## src/common/soc_cfg.svh

```systemverilog
`ifndef SOC_CFG_SVH
`define SOC_CFG_SVH

// bus widths
`define SOC_ADDR_W     32
`define SOC_DATA_W     64
`define SOC_STRB_W     8
`define SOC_ID_W       4

// main RAM window, 64 KB
`define SOC_RAM_BASE   32'h1c00_0000
`define SOC_RAM_AW     16

// display buffer window, 2 KB
`define SOC_VGA_BASE   32'h0001_0000
`define SOC_VGA_AW     11

// peripheral scratch window, 64 KB
`define SOC_PERI_BASE  32'h0002_0000
`define SOC_PERI_AW    16

`endif

```

## src/common/soc_pkg.sv

```systemverilog
`include "soc_cfg.svh"

package soc_pkg;

   typedef enum logic [1:0] {
      OKAY   = 2'b00,
      SLVERR = 2'b10,
      DECERR = 2'b11
   } axi_resp_e;

   typedef struct packed {
      logic [`SOC_ID_W-1:0]   id;
      logic [`SOC_ADDR_W-1:0] addr;
   } axi_aw_t;

   typedef struct packed {
      logic [`SOC_DATA_W-1:0] data;
      logic [`SOC_STRB_W-1:0] strb;
   } axi_w_t;

   typedef struct packed {
      logic [`SOC_ID_W-1:0]   id;
      axi_resp_e              resp;
   } axi_b_t;

   typedef struct packed {
      logic [`SOC_ID_W-1:0]   id;
      logic [`SOC_ADDR_W-1:0] addr;
   } axi_ar_t;

   typedef struct packed {
      logic [`SOC_ID_W-1:0]   id;
      logic [`SOC_DATA_W-1:0] data;
      axi_resp_e              resp;
   } axi_r_t;

   // decoded target window
   typedef enum logic [1:0] {
      SEL_RAM,
      SEL_VGA,
      SEL_PERI,
      SEL_NONE
   } slave_sel_e;

endpackage

```

## src/sram_bridge/axi_sram_bridge.sv

```systemverilog
`timescale 1ns/1ps
`include "soc_cfg.svh"

module axi_sram_bridge
   import soc_pkg::*;
#(
   parameter int WIN_AW = 16
)
(
   input  logic                   clk,
   input  logic                   resetn,
   input  axi_aw_t                s_aw,
   input  logic                   s_aw_valid,
   output logic                   s_aw_ready,
   input  axi_w_t                 s_w,
   input  logic                   s_w_valid,
   output logic                   s_w_ready,
   output axi_b_t                 s_b,
   output logic                   s_b_valid,
   input  logic                   s_b_ready,
   input  axi_ar_t                s_ar,
   input  logic                   s_ar_valid,
   output logic                   s_ar_ready,
   output axi_r_t                 s_r,
   output logic                   s_r_valid,
   input  logic                   s_r_ready,
   output logic                   ren,
   output logic [WIN_AW-4:0]      raddr,
   input  logic [`SOC_DATA_W-1:0] rdata,
   output logic [`SOC_STRB_W-1:0] wen,
   output logic [WIN_AW-4:0]      waddr,
   output logic [`SOC_DATA_W-1:0] wdata
);

   typedef enum logic [1:0] {
      IDLE,
      READ_WAIT,
      WRITE_RESP,
      READ_RESP
   } state_e;

   state_e               state;
   logic [`SOC_ID_W-1:0] id_q;
   logic                 wr_acc;
   logic                 rd_acc;

   // AW and W are taken together, a write beats a read
   assign wr_acc = (state == IDLE) && s_aw_valid && s_w_valid;
   assign rd_acc = (state == IDLE) && s_ar_valid && !(s_aw_valid && s_w_valid);

   assign s_aw_ready = wr_acc;
   assign s_w_ready  = wr_acc;
   assign s_ar_ready = rd_acc;

   // bank is accessed on the acceptance edge
   assign wen   = wr_acc ? s_w.strb : '0;
   assign waddr = s_aw.addr[WIN_AW-1:3];
   assign wdata = s_w.data;
   assign ren   = rd_acc;
   assign raddr = s_ar.addr[WIN_AW-1:3];

   always_ff @(posedge clk)
   begin
      if (!resetn)
      begin
         state <= IDLE;
      end
      else
      begin
         case (state)
            IDLE:
            begin
               if (wr_acc)
                  state <= WRITE_RESP;
               else if (rd_acc)
                  state <= READ_WAIT;
            end
            READ_WAIT:
               state <= READ_RESP;
            WRITE_RESP:
            begin
               if (s_b_ready)
                  state <= IDLE;
            end
            READ_RESP:
            begin
               if (s_r_ready)
                  state <= IDLE;
            end
            default:
               state <= IDLE;
         endcase
      end
   end

   always_ff @(posedge clk)
   begin
      if (wr_acc)
         id_q <= s_aw.id;
      else if (rd_acc)
         id_q <= s_ar.id;
   end

   assign s_b_valid = (state == WRITE_RESP);
   assign s_b       = '{id: id_q, resp: OKAY};

   // bank output stays put until the next ren so it can feed R directly
   assign s_r_valid = (state == READ_RESP);
   assign s_r       = '{id: id_q, data: rdata, resp: OKAY};

   a_no_rw_collision: assert property (@(posedge clk) disable iff (!resetn)
      !(ren && (|wen)));

endmodule

```

## config.mk

```make
export PLATFORM = sky130hd
export DESIGN_NAME = axi_sram_bridge
export DESIGN_NICKNAME = d
export VERILOG_FILES = /design/src/common/soc_pkg.sv /design/src/sram_bridge/axi_sram_bridge.sv
export VERILOG_INCLUDE_DIRS = /design/src /design/src/common
export SDC_FILE = /design/constraint.sdc
export NUM_CORES = 1
export LEC_CHECK = 0
export BUFFER_PORTS_ARGS = -buffer_cell sky130_fd_sc_hd__buf_2
export CORE_AREA = 10 10 147 149
export CTS_BUF_LIST = sky130_fd_sc_hd__clkbuf_16
export CTS_CLUSTER_DIAMETER = 50
export DETAILED_ROUTE_END_ITERATION = 7
export DIE_AREA = 0 0 157 159
export HOLD_SLACK_MARGIN = 0.12
export PLACE_DENSITY_LB_ADDON = 0.08
export SLEW_MARGIN = 20
export SYNTH_ARGS = -nofsm -noshare
export SYNTH_HDL_FRONTEND = slang
export SYNTH_SLANG_ARGS = --single-unit
```

## constraint.sdc

```tcl
create_clock -name clk -period 2 [get_ports clk]
set_clock_uncertainty 0.2 [all_clocks]
set_input_delay 0.2 -clock clk [delete_from_list [all_inputs] [get_ports clk]]
set_output_delay 0.2 -clock clk [all_outputs]
set_load 0.01 [all_outputs]
```

* Yosys cells after proc, flatten, opt, wreduce, memory -nomap -nowiden
Cells that the tools add are included.
Storage, ports and cells: output and inout port bits 180, input bits 215, bits in registers 6, bits in latches 0, RAM bits 0, memories kept 0, memory bits (read-only) 0
Operators by class: shift operators 0, add/subtract/negate cells 0, reduce and logical (&&, ||, !) cells 9, div/mod/pow operators 0, bitwise operators 0, multiply operators 0, $lt $le $gt $ge 0, equality and inequality tests 6, muxes and demuxes 8
Operator list (number):
- 2-bit 2-to-1 mux | 4
- 4-bit 2-to-1 mux | 2
- 8-bit 2-to-1 mux | 1
- 2-bit case mux with 4 select lines | 1
- 1-bit logical AND | 5
- 2-bit equality test, second input constant | 2
- 2-bit by 1-bit != test with 1-bit output, second input constant | 2
- 3-bit != test, second input constant | 1
- 3-bit AND reduction | 1
- 2-bit by 1-bit equality test with 1-bit output, second input constant | 1
- 2-bit logical NOT | 1
- 2-bit nonzero test | 1
- 1-bit logical NOT | 1

* Depth between registers and ports, before layout
depth in word-level cells 6, mapped depth 4, gate-level depth less buffers 3

* Least setup slack after synthesis
OpenSTA, ideal clock, no wires.
path kind register to register, start point register state[0], end point register id_q[0], enable pin, data arrival time 1014 ps, setup slack 476 ps, period minus slack after synthesis 1524 ps, data required time 1490 ps, library setup time 310 ps, cell stages (with the launch flop) 5, path through dfxtp_1 > and4bb_1 > buf_6 > buf_6 > nand2b_1
Between the ends: cells in the longest elaborated chain, start to end 4, elaborated cells on any way between the ends 6, classes of those cells reduce/logical: 6
Ends and longest elaborated chain:
- start, declared | RTL line axi_sram_bridge.sv:42 | state_e state;
- start signal, assigned | RTL line axi_sram_bridge.sv:66 | state <= IDLE;
- start signal, assigned | RTL line axi_sram_bridge.sv:74 | state <= WRITE_RESP;
- start signal, assigned | RTL line axi_sram_bridge.sv:76 | state <= READ_WAIT;
- 2-bit logical NOT | RTL line axi_sram_bridge.sv:48 | assign wr_acc = (state == IDLE) && s_aw_valid && s_w_valid;
- 1-bit logical AND (2 in a row) | RTL line axi_sram_bridge.sv:48
- named net s_aw_ready | RTL line axi_sram_bridge.sv:14 | output logic s_aw_ready,
- 2-bit nonzero test (no source line)
- end signal, assigned | RTL line axi_sram_bridge.sv:99 | id_q <= s_aw.id;
- end signal, assigned | RTL line axi_sram_bridge.sv:101 | id_q <= s_ar.id;
- end, declared | RTL line axi_sram_bridge.sv:43 | logic [`SOC_ID_W-1:0] id_q;
The timed path passes the listed nets, and every way through them passes these cells. A chain may end at the register's enable or synchronous reset.

* Final worst setup path
start point register state[1], end point register state[1]
Between the ends: cells in the longest elaborated chain, start to end 5, elaborated cells on any way between the ends 14, classes of those cells eq/ne: 6; mux: 2; reduce/logical: 6
Ends and longest elaborated chain (RTL line):
- 2-bit logical NOT | axi_sram_bridge.sv:48, axi_sram_bridge.sv:49, axi_sram_bridge.sv:70
- 1-bit logical AND, on equally long branches (2 in a row) | axi_sram_bridge.sv:48, axi_sram_bridge.sv:49
- 2-bit 2-to-1 mux / 3-bit != test (equally long branches)
- 2-bit case mux with 4 select lines / 3-bit AND reduction (equally long branches)
Parallel ways exist; a longest one is shown, timed or not.

==> impl_metrics.toml <==
[detailed_routing]
vias = 687
drt_wl_total_um = 5036
drt_pass1_iterations = 3
wl_per_cell_um = 15.08
antenna_left = 0
drc_errors = 0
drt_first_iter_violations = 14
via_per_inst = 2.057

[grt]
grt_first_pass_wirelength_um = 6499
grt_pass1_vias = 781
grt.overflow.total = 0
gr-usage-all-layers_pct = 3.628
grt_max_degree = 16
antenna_found_initial = 0

[place]
dp_hpwl_um = 4441
gp_congestion = 0.5819
port_buffers = 44

[sta]
max_clock_freq_mhz = 528.3
finalCriticalPeriod_ps = 1893
rsz0062_at_grt = "no"
tns_ps = 0
drv_slew = 0
setup_violations = 0
hold_violations = 0
period_share_pct = 94.65
fin_hold_ws_ps = 200.0

[yosys]
ys_seq_area_share_pct = 9.808
syn_area_mm2 = 0.001633
synth-async-reset-ratio_pct = 0
yosysWarningCount = 0
ys.flop_type = "edfxtp_1"
synthDistinctLibCells = 18
postSynthCellCount = 201
synth_edf_count = 4
ys_ff_latch = 6
synth_area_per_cell_um2 = 8.123

[layout]
regArea_um2 = 161.4
num-fill-cells = 2171
multi_input_area_um2 = 215.2
num-nets-final = 316
area_delta_synth_final_pct = -30.73
drive_gt1_share_pct = 58.00
num_antenna_cells = 0

[critical_path]
crit_fanout = 4
end_kind = "flop"
start_kind = "flop"
worstPathRequired_ps = 1910
cp.arrival_ps = 1800
crit_type = "flop to flop"

[power]
ir_drop_uv = 142.7
power_density_mw_per_mm2 = 591.2
p_leak_uw = 0.0004793

[floorplanning]
rows = 50
fp.coreArea_mm2 = 0.01858
die_x_um = 157
dieArea_mm2 = 0.02496
start_util_pct = 8.788
fp.dieH_um = 159
io_pins = 395

[clocking]
numCtsBuffers = 3
clkSinkCount = 6
postCtsSetupRepairBufs = 0
clk_pin_slew_ps = 30
cts_max_path_buffers = 2
clock_latency_ps = 230
clockRootBuffer = "clkbuf_16"
htreeDepth = 1
cts_tree = "done"

[min_path]
hold_class = "input port to output port"

[status]
status = "complete, no violations"

[flow_run]
maxCapViolations = 0
==> worst max-delay path, cell delays in order (launching register included) <==
cell and delay [ps]:
dfxtp_1 300, buf_4 140, and2b_2 210, a221oi_2 300, a311oi_2 70, dlygate4sd3_1 560
==> path summary, 6_finish.rpt <==
path	startpoint	endpoint	slack, ps	cells past startpoint
max	state[1]	state[1]	110	5
min	rdata[13]	s_r[15]	200	0
max reg2reg	state[1]	state[1]	110	5
min reg2reg	state[0]	id_q[0]	770	3
==> state kept, by name, indices dropped and copies added (netlist names) <==
name / flops
id_q: 4
state: 2
==> final cells by class <==
cell class                      count  area share, %
Clock buffer                        3          6.637
Tap cell                          234          25.89
Timing Repair Buffer               58          32.52
Inverter                            4          1.327
Clock inverter                      1         0.3319
Sequential cell                     6          14.27
Multi-Input combinational cell     28          19.03
==> stage by stage <==
stage               utilization, %  instances  worst slack (ps)  power (µW)  instance area (µm²)
finish                       6.088        334             107.0       668.7                 1131
global route                 6.088        334             29.29       711.2                 1131
global placement             5.010        318             247.3       326.3                930.9
CTS                          6.081        334             60.64       686.4                 1130
floorplan                        -        204             475.7       580.9                 1644
detailed placement           5.010        318             287.0       320.9                930.9
==> routing by layer <==
metal	up-vias	share of wire, %	wire length, µm	global-route usage (%)
li1	246	-	-	-
met1	243	22	1123	2.144
met2	135	42	2124	5.131
met3	63	26	1323	4.479
met4	0	9.2	464	3.691
met5	-	0	0	0
==> report_power, final <==
group | switching, µW | internal [µW]
registers | 8.48 | 151
clock network | 73.2 | 260
logic | 83.5 | 92.9
==> layout by cell type, fill, tap and decap left out <==
| cell | count |
|---|---|
| and2_2 | 1 |
| nand3_1 | 1 |
| buf_4 | 1 |
| clkbuf_16 | 3 |
| dfxtp_1 | 1 |
| and4bb_1 | 1 |
| nand2_1 | 3 |
| nand2b_1 | 1 |
| a221oi_2 | 1 |
| conb_1 | 4 |
| and2_1 | 8 |
| buf_12 | 1 |
| nor2_1 | 1 |
| inv_1 | 5 |
| and2b_2 | 1 |
| mux2_4 | 4 |
| buf_2 | 44 |
| a311oi_2 | 1 |
| edfxtp_1 | 4 |
| dfxtp_2 | 1 |
| a21oi_1 | 1 |
| dlygate4sd3_1 | 12 |
==> timing repair <==
action | CTS | global route
setup endpoints to repair | 0 | 1
resized for setup | 0 | 1
hold endpoints to repair | 6 | 0
hold buffers | 12 | 0
==> synthesized netlist by cell type, types with 2 or more instances <==
| cell | instances | area (µm²) |
|---|---|---|
| buf_6 | 2 | 22.52 |
| inv_1 | 4 | 15.01 |
| mux2_4 | 4 | 60.06 |
| buf_4 | 164 | 1231 |
| nand2_1 | 3 | 11.26 |
| edfxtp_1 | 4 | 120.1 |
| dfxtp_1 | 2 | 40.04 |
| and2_1 | 8 | 50.05 |
==> cells by family (layout without fill, tap and decap cells) <==
group | Yosys count | after routing | share of synthesized area [%]
AND/OR/NAND/NOR | 17 | 17 | 6.437
flip-flops | 6 | 6 | 9.809
buffers and inverters | 170 | 66 | 77.70
multiplexers | 4 | 4 | 3.678
other | 1 | 4 | 0.2297
AO/OA/AOI/OAI | 3 | 3 | 2.145
Power figures use the tool's default switching activity.
