===== src/common/soc_cfg.svh =====
`ifndef SOC_CFG_SVH
`define SOC_CFG_SVH

// bus widths
`define SOC_ADDR_W     32
`define SOC_DATA_W     64
`define SOC_STRB_W     8
`define SOC_ID_W       4

// main RAM window, 64 KB
`define SOC_RAM_BASE   32'h1c00_0000
`define SOC_RAM_AW     16

// display buffer window, 2 KB
`define SOC_VGA_BASE   32'h0001_0000
`define SOC_VGA_AW     11

// peripheral scratch window, 64 KB
`define SOC_PERI_BASE  32'h0002_0000
`define SOC_PERI_AW    16

`endif


===== src/common/soc_pkg.sv =====
`include "soc_cfg.svh"

package soc_pkg;

   typedef enum logic [1:0] {
      OKAY   = 2'b00,
      SLVERR = 2'b10,
      DECERR = 2'b11
   } axi_resp_e;

   typedef struct packed {
      logic [`SOC_ID_W-1:0]   id;
      logic [`SOC_ADDR_W-1:0] addr;
   } axi_aw_t;

   typedef struct packed {
      logic [`SOC_DATA_W-1:0] data;
      logic [`SOC_STRB_W-1:0] strb;
   } axi_w_t;

   typedef struct packed {
      logic [`SOC_ID_W-1:0]   id;
      axi_resp_e              resp;
   } axi_b_t;

   typedef struct packed {
      logic [`SOC_ID_W-1:0]   id;
      logic [`SOC_ADDR_W-1:0] addr;
   } axi_ar_t;

   typedef struct packed {
      logic [`SOC_ID_W-1:0]   id;
      logic [`SOC_DATA_W-1:0] data;
      axi_resp_e              resp;
   } axi_r_t;

   // decoded target window
   typedef enum logic [1:0] {
      SEL_RAM,
      SEL_VGA,
      SEL_PERI,
      SEL_NONE
   } slave_sel_e;

endpackage


===== src/interconnect/axi_interconnect.sv =====
`timescale 1ns/1ps
`include "soc_cfg.svh"

module axi_interconnect
   import soc_pkg::*;
(
   input  logic    clk,
   input  logic    resetn,
   input  axi_aw_t m_aw,
   input  logic    m_aw_valid,
   output logic    m_aw_ready,
   input  axi_w_t  m_w,
   input  logic    m_w_valid,
   output logic    m_w_ready,
   output axi_b_t  m_b,
   output logic    m_b_valid,
   input  logic    m_b_ready,
   input  axi_ar_t m_ar,
   input  logic    m_ar_valid,
   output logic    m_ar_ready,
   output axi_r_t  m_r,
   output logic    m_r_valid,
   input  logic    m_r_ready,
   // main RAM
   output axi_aw_t s_ram_aw,
   output logic    s_ram_aw_valid,
   input  logic    s_ram_aw_ready,
   output axi_w_t  s_ram_w,
   output logic    s_ram_w_valid,
   input  logic    s_ram_w_ready,
   input  axi_b_t  s_ram_b,
   input  logic    s_ram_b_valid,
   output logic    s_ram_b_ready,
   output axi_ar_t s_ram_ar,
   output logic    s_ram_ar_valid,
   input  logic    s_ram_ar_ready,
   input  axi_r_t  s_ram_r,
   input  logic    s_ram_r_valid,
   output logic    s_ram_r_ready,
   // display buffer
   output axi_aw_t s_vga_aw,
   output logic    s_vga_aw_valid,
   input  logic    s_vga_aw_ready,
   output axi_w_t  s_vga_w,
   output logic    s_vga_w_valid,
   input  logic    s_vga_w_ready,
   input  axi_b_t  s_vga_b,
   input  logic    s_vga_b_valid,
   output logic    s_vga_b_ready,
   output axi_ar_t s_vga_ar,
   output logic    s_vga_ar_valid,
   input  logic    s_vga_ar_ready,
   input  axi_r_t  s_vga_r,
   input  logic    s_vga_r_valid,
   output logic    s_vga_r_ready,
   // peripheral scratch
   output axi_aw_t s_peri_aw,
   output logic    s_peri_aw_valid,
   input  logic    s_peri_aw_ready,
   output axi_w_t  s_peri_w,
   output logic    s_peri_w_valid,
   input  logic    s_peri_w_ready,
   input  axi_b_t  s_peri_b,
   input  logic    s_peri_b_valid,
   output logic    s_peri_b_ready,
   output axi_ar_t s_peri_ar,
   output logic    s_peri_ar_valid,
   input  logic    s_peri_ar_ready,
   input  axi_r_t  s_peri_r,
   input  logic    s_peri_r_valid,
   output logic    s_peri_r_ready
);

   typedef enum logic [1:0] {
      IDLE,
      ISSUE,
      WAIT_RESP,
      RESPOND
   } state_e;

   state_e     state;
   slave_sel_e sel_q;
   logic       is_wr_q;
   axi_aw_t    req_q;
   axi_w_t     w_q;
   axi_b_t     b_q;
   axi_r_t     r_q;
   axi_ar_t    ar_req;
   logic       wr_acc;
   logic       rd_acc;
   slave_sel_e acc_sel;
   logic [2:0] hit;
   logic       issue_wr;
   logic       issue_rd;
   logic       take_b;
   logic       take_r;
   logic       req_taken;
   logic       rsp_valid;
   logic       rsp_done;
   axi_b_t     b_mux;
   axi_r_t     r_mux;

   // window hit when the bits above the window size match the base
   function automatic slave_sel_e decode(input logic [`SOC_ADDR_W-1:0] addr);
      if ((addr >> `SOC_RAM_AW) == (`SOC_RAM_BASE >> `SOC_RAM_AW))
         return SEL_RAM;
      else if ((addr >> `SOC_VGA_AW) == (`SOC_VGA_BASE >> `SOC_VGA_AW))
         return SEL_VGA;
      else if ((addr >> `SOC_PERI_AW) == (`SOC_PERI_BASE >> `SOC_PERI_AW))
         return SEL_PERI;
      else
         return SEL_NONE;
   endfunction

   // write wins over a read in the same idle cycle
   assign wr_acc  = (state == IDLE) && m_aw_valid && m_w_valid;
   assign rd_acc  = (state == IDLE) && m_ar_valid && !(m_aw_valid && m_w_valid);
   assign acc_sel = decode(wr_acc ? m_aw.addr : m_ar.addr);

   assign m_aw_ready = wr_acc;
   assign m_w_ready  = wr_acc;
   assign m_ar_ready = rd_acc;

   assign hit[0] = (sel_q == SEL_RAM);
   assign hit[1] = (sel_q == SEL_VGA);
   assign hit[2] = (sel_q == SEL_PERI);

   assign issue_wr = (state == ISSUE) && is_wr_q;
   assign issue_rd = (state == ISSUE) && !is_wr_q;
   assign take_b   = (state == WAIT_RESP) && is_wr_q;
   assign take_r   = (state == WAIT_RESP) && !is_wr_q;

   assign req_taken = is_wr_q ?
      |(hit & {s_peri_aw_ready && s_peri_w_ready,
               s_vga_aw_ready && s_vga_w_ready,
               s_ram_aw_ready && s_ram_w_ready}) :
      |(hit & {s_peri_ar_ready, s_vga_ar_ready, s_ram_ar_ready});
   assign rsp_valid = is_wr_q ?
      |(hit & {s_peri_b_valid, s_vga_b_valid, s_ram_b_valid}) :
      |(hit & {s_peri_r_valid, s_vga_r_valid, s_ram_r_valid});
   assign rsp_done  = (state == WAIT_RESP) && rsp_valid;

   always_comb
   begin
      case (sel_q)
         SEL_VGA:
         begin
            b_mux = s_vga_b;
            r_mux = s_vga_r;
         end
         SEL_PERI:
         begin
            b_mux = s_peri_b;
            r_mux = s_peri_r;
         end
         default:
         begin
            b_mux = s_ram_b;
            r_mux = s_ram_r;
         end
      endcase
   end

   // request payload is broadcast and only the selected valid rises
   assign ar_req = '{id: req_q.id, addr: req_q.addr};

   assign s_ram_aw        = req_q;
   assign s_ram_aw_valid  = issue_wr && hit[0];
   assign s_ram_w         = w_q;
   assign s_ram_w_valid   = issue_wr && hit[0];
   assign s_ram_ar        = ar_req;
   assign s_ram_ar_valid  = issue_rd && hit[0];
   assign s_ram_b_ready   = take_b && hit[0];
   assign s_ram_r_ready   = take_r && hit[0];

   assign s_vga_aw        = req_q;
   assign s_vga_aw_valid  = issue_wr && hit[1];
   assign s_vga_w         = w_q;
   assign s_vga_w_valid   = issue_wr && hit[1];
   assign s_vga_ar        = ar_req;
   assign s_vga_ar_valid  = issue_rd && hit[1];
   assign s_vga_b_ready   = take_b && hit[1];
   assign s_vga_r_ready   = take_r && hit[1];

   assign s_peri_aw       = req_q;
   assign s_peri_aw_valid = issue_wr && hit[2];
   assign s_peri_w        = w_q;
   assign s_peri_w_valid  = issue_wr && hit[2];
   assign s_peri_ar       = ar_req;
   assign s_peri_ar_valid = issue_rd && hit[2];
   assign s_peri_b_ready  = take_b && hit[2];
   assign s_peri_r_ready  = take_r && hit[2];

   always_ff @(posedge clk)
   begin
      if (!resetn)
      begin
         state   <= IDLE;
         sel_q   <= SEL_NONE;
         is_wr_q <= 1'b0;
      end
      else
      begin
         case (state)
            IDLE:
            begin
               if (wr_acc || rd_acc)
               begin
                  sel_q   <= acc_sel;
                  is_wr_q <= wr_acc;
                  // unmapped requests go straight to the response
                  if (acc_sel == SEL_NONE)
                     state <= RESPOND;
                  else
                     state <= ISSUE;
               end
            end
            ISSUE:
            begin
               if (req_taken)
                  state <= WAIT_RESP;
            end
            WAIT_RESP:
            begin
               if (rsp_valid)
                  state <= RESPOND;
            end
            RESPOND:
            begin
               if (is_wr_q ? m_b_ready : m_r_ready)
                  state <= IDLE;
            end
            default:
               state <= IDLE;
         endcase
      end
   end

   // DECERR is preloaded and the bridge response replaces it for mapped targets
   always_ff @(posedge clk)
   begin
      if (wr_acc)
      begin
         req_q <= m_aw;
         w_q   <= m_w;
         b_q   <= '{id: m_aw.id, resp: DECERR};
      end
      else if (rd_acc)
      begin
         req_q <= '{id: m_ar.id, addr: m_ar.addr};
         r_q   <= '{id: m_ar.id, data: '0, resp: DECERR};
      end
      else if (rsp_done)
      begin
         b_q <= b_mux;
         r_q <= r_mux;
      end
   end

   assign m_b       = b_q;
   assign m_r       = r_q;
   assign m_b_valid = (state == RESPOND) && is_wr_q;
   assign m_r_valid = (state == RESPOND) && !is_wr_q;

   a_one_slave: assert property (@(posedge clk) disable iff (!resetn)
      $onehot0({s_ram_b_valid, s_ram_r_valid, s_vga_b_valid,
                s_vga_r_valid, s_peri_b_valid, s_peri_r_valid}));

   a_one_resp: assert property (@(posedge clk) disable iff (!resetn)
      !(m_b_valid && m_r_valid));

endmodule


===== config.mk =====
export PLATFORM = sky130hd
export DESIGN_NAME = axi_interconnect
export DESIGN_NICKNAME = d
export VERILOG_FILES = /design/src/common/soc_pkg.sv /design/src/interconnect/axi_interconnect.sv
export VERILOG_INCLUDE_DIRS = /design/src /design/src/common
export SDC_FILE = /design/constraint.sdc
export NUM_CORES = 1
export LEC_CHECK = 0
export ABC_AREA = 1
export BUFFER_PORTS_ARGS = -buffer_cell sky130_fd_sc_hd__buf_2
export CORE_AREA = 2 2 363 365
export DETAILED_ROUTE_END_ITERATION = 12
export DIE_AREA = 0 0 365 367
export HOLD_SLACK_MARGIN = 0.15
export SLEW_MARGIN = 20
export SYNTH_ARGS = -nofsm -noshare
export SYNTH_HDL_FRONTEND = slang
export SYNTH_SLANG_ARGS = --single-unit

===== constraint.sdc =====
create_clock -name clk -period 12.26 [get_ports clk]
set_input_delay 3.065 -clock clk [delete_from_list [all_inputs] [get_ports clk]]
set_output_delay 3.065 -clock clk [all_outputs]
set_load 0.01 [all_outputs]

Word level (Yosys, flattened, before mapping) --
Cells that the tools add are included.
Word-level totals: register bits after elaboration 189, input bits 394, word-level logic and storage cells 98
Operators by class: eq/ne operators 14, multiplexer cells 22, bitwise operators 6, reductions and logical operators 44
Operators with widths (count):
- two-way mux 70 bit | 2
- one-hot mux 70 bit (2 select lines) | 1
- two-way mux 36 bit | 2
- two-way mux 32 bit | 1
- logical AND 1 bit | 27
- == test 21 x 6 -> 1 bit, second input constant | 1
- two-way mux 6 bit | 3
- == test 16 x 13 -> 1 bit, second input constant | 1
- == test 16 x 2 -> 1 bit, second input constant | 1
- two-way mux 2 bit | 7
- bitwise AND 3 bit | 4
- one-hot mux 6 bit (2 select lines) | 1
- OR reduction 3 bit | 4
- == test 2 bit, second input constant | 4
- != test 2 bit, second input constant | 4
- one-hot mux 2 bit (4 select lines) | 1
- AND reduction 2 bit | 4
- nonzero test 2 bit | 3
- == test 2 x 1 -> 1 bit, second input constant | 2
- zero test 2 bit | 2
- two-way mux 1 bit | 4
- AND reduction 4 bit | 1
- zero test 1 bit | 2
- != test 2 x 1 -> 1 bit, second input constant | 1
- 2 further kinds | 3

Longest topological paths before layout --
depth in word-level cells 12, mapped depth 16

Worst setup path before layout --
No wires, ideal clock.
path type input port to output port, start point input port m_w_valid, end point output port m_w_ready, arrival 6.196 ns, path slack 2.999 ns, stages on the path 6, buffers on the path 4, cells stage by stage buf_4 nand2_2 nor2_8 buf_6 clkbuf_1 buf_4
On the way: longest elaborated chain between the ends 1
RTL lines:
- start, declared | RTL line axi_interconnect.sv:13 | input logic m_w_valid,
- logical AND 1 bit | RTL line axi_interconnect.sv:116 | assign wr_acc = (state == IDLE) && m_aw_valid && m_w_valid;
- end, declared | RTL line axi_interconnect.sv:14 | output logic m_w_ready,
No other way between the ends.

Worst setup path in the final report --
start point input port m_w_valid, end point output port m_ar_ready
On the way: longest elaborated chain between the ends 3
RTL lines:
- logical AND 1 bit | RTL line axi_interconnect.sv:117 | assign rd_acc = (state == IDLE) && m_ar_valid && !(m_aw_valid && m_w_valid);
- zero test 1 bit | RTL line axi_interconnect.sv:117
- logical AND 1 bit | RTL line axi_interconnect.sv:117
- end, declared | RTL line axi_interconnect.sv:20 | output logic m_ar_ready,
No other way between the ends.

==> key figures <==
Run status
  – Status: finished clean

Layout
  – Share of cells above drive strength 1: between 50% and 60%
  – Final nets: between 2,000 and 2,500
  – Fill cells: around 15,000
  – Finished Core Util: roughly an eighth
  – Synth-to-Final Area Change: 43.6%

Place
  – DP HPWL: 73,000 um
  – PortBufs: 921
  – GPL Wtd Cong: 0.910

Route
  – Routed len/inst: 23.9 um
  – Final ANT Viol Nets: 0
  – Via count: 11,300
  – Vias per inst: 3.20
  – DRC viols: 0
  – Drt first pass iters: 5
  – Final wirelength: 84,500 um
  – DR iter-0 viols: 879

Synth
  – Top cell type's share of synthesized area: 49.1%
  – Register area share after synthesis: between 50% and 60%
  – Yosys warns: 0
  – Post-synthesis cell type count: 31
  – Post-synth ARST share: 0%
  – Synth Area per Inst: 9.44 um^2
  – Number of synthesized flops with an enable pin: 182
  – Synth cell count leaders: buf_4 (332), nand2_1 (225), edfxtp_1 (182)
  – Synthesized Nets: 1,581
  – #FFs+latches synth: around 190
  – Synth Cell Area: about 0.011 mm^2
  – Mapped Cells: 1,179
  – Synth area leaders: edfxtp_1 (49%), buf_4 (22%), nand2_1 (7.6%)
  – Cell taking the most area after synthesis: edfxtp_1
  – Most common cell in the netlist: buf_4
  – Commonest register cell after synthesis: edfxtp_1

Global routing
  – GRT Util Overall: 12.0%
  – Largest net degree at the start of global routing: 78
  – Initial antenna violation count: between 100 and 150
  – GRT overflow: 0
  – Number of global-route vias before repair: 9,951
  – First-pass GRT wire length: 102,000 um

Clock network
  – CTS clk-pin slew, worst paths: ~0.08 ns
  – CTS Sinks: 189
  – Clk buf depth: 2
  – CTS root buf: clkbuf_16
  – Post-CTS Resized: 0
  – Clock Latency Late Sink: 0.54 ns
  – CTS Buf Count: 17
  – Htree depth: 4
  – Post-CTS setup buffer count: 0
  – Cts hold-fix bufs: 0
  – CTS tree: done

Setup path
  – Slowest Stage Delay on Critical Path: 0.79 ns
  – Crit-path max FO: 16
  – CP startpoint kind: primary input
  – Crit. End Element: primary output
  – Worst path most repeated cell: buf_2
  – Crit Path Class: in -> out
  – CP cell instances: buf_2 -> a21oi_1 -> buf_2
  – CP max-delay cell: a21oi_1
  – Req. time, crit path: 9.19 ns
  – Worst Path Arrival: 4.34 ns

Timing
  – Min Tclk post-route: 7.41 ns
  – F_max: 0.135 GHz
  – Skew final: 0.0343 ns
  – Max-slew headroom: 35.1%
  – Fin. max-slew vios: 0
  – Worst-Margin Slew: just under 1 ns
  – RSZ-0062 raised after global routing: false
  – Final hold viol count: 0
  – Final setup violation count: 0
  – Setup tns final: 0 ns
  – Final Cycle Share: 60.4%

Floorplanning
  – # IOs: 922
  – Die area: 0.134 mm^2
  – FP Rows: ~130
  – Die width: about 370 um
  – Core box area: 0.130 mm^2
  – Starting Density: ~8.5%
  – Die H: 367 um

Run
  – Max Cap Viol: 0

Power and ir drop
  – Leak: around 0.0071 uW
  – Max IR drop VDD: roughly 0.00011 V
  – P per Cell Area: 193 mW/mm^2

Worst hold path
  – Type of the most critical hold path: reg -> reg
[flip-flops by register name (all words and copies together) (netlist names)]
register,cells
is_wr_q,1
m_b,6
m_r,70
s_peri_ar,36
s_peri_w,72
sel_q,2
state,2
[layout by cell type, fill, tap and decap left out, types with 16 or more instances in the layout]
cell type / n
a21oi_1: 136
buf_2: 921
clkbuf_16: 17
diode_2: 30
edfxtp_1: 182
inv_1: 46
nand2_1: 224
nand4_1: 16
nor2_1: 43
o21ai_0: 82
[worst max-delay path: cells and delay by family]
family | cells | cell delay, ns
buffers and inverters | 2 | 0.48
AOI/OAI and AO/OA | 1 | 0.79
[cell families (layout without fill, tap and decap cells)]
logic type | after synthesis | after routing | share of synthesized area [%]
buffers and inverters | 434 | 1012 | 26.1
and+or+nand+nor | 307 | 307 | 11.3
AOI/OAI and AO/OA | 241 | 241 | 11.4
DFF | 189 | 189 | 50.3
adders and majority gates | 8 | 8 | 0.899
other | 0 | 30 | 0
[through the flow]
stage / cell area (um^2) / std cells / hold slack, ns / setup slack, ns / total power, uW
finish: 16000 / 3542 / 0.490 / 4.85 / 3080
global route: 16000 / 3528 / 0.520 / 4.75 / 3280
CTS: 15900 / 3512 / 0.491 / 4.78 / 3150
detailed placement: 15300 / 3480 / 0.466 / 4.79 / 2510
global placement: 15300 / 3480 / 0.473 / 4.83 / 2510
floorplan: 11100 / 1179 / 0.470 / 3.00 / 1960
[metal layers]
layer	GRT usage, %	up-vias	routed length, um
li1	-	4796	-
met1	13.6	5324	31400
met2	17.8	918	36200
met3	8.25	232	13400
met4	4.08	66	3070
met5	0	-	409
[final timing paths]
kind	from	endpoint	slack, ns	cells past startpoint
worst min-delay path	m_b[0]	m_b[0]	0.49	2
worst max-delay path	m_w_valid	m_ar_ready	4.85	3
worst min register to register	m_b[0]	m_b[0]	0.49	2
worst max register to register	state[0]	m_r[44]	8.80	7
[report_power, final]
group          switching [uW]  internal (uW)
logic                     907            437
clock network             326            270
registers                 203            939
[layout make-up]
cell class / instances / area [um^2] / area share, %
diodes: 30 / 75.1 / 0.470
clock buffers: 17 / 425 / 2.66
clock inverters: 15 / 144 / 0.900
inverters: 49 / 185 / 1.16
multi-input cells: 556 / 2670 / 16.7
flip-flops and latches: 189 / 5610 / 35.1
well taps: 1755 / 2200 / 13.7
repair buffers: 931 / 4680 / 29.3
Note: power is estimated with default switching activity, not from simulation.
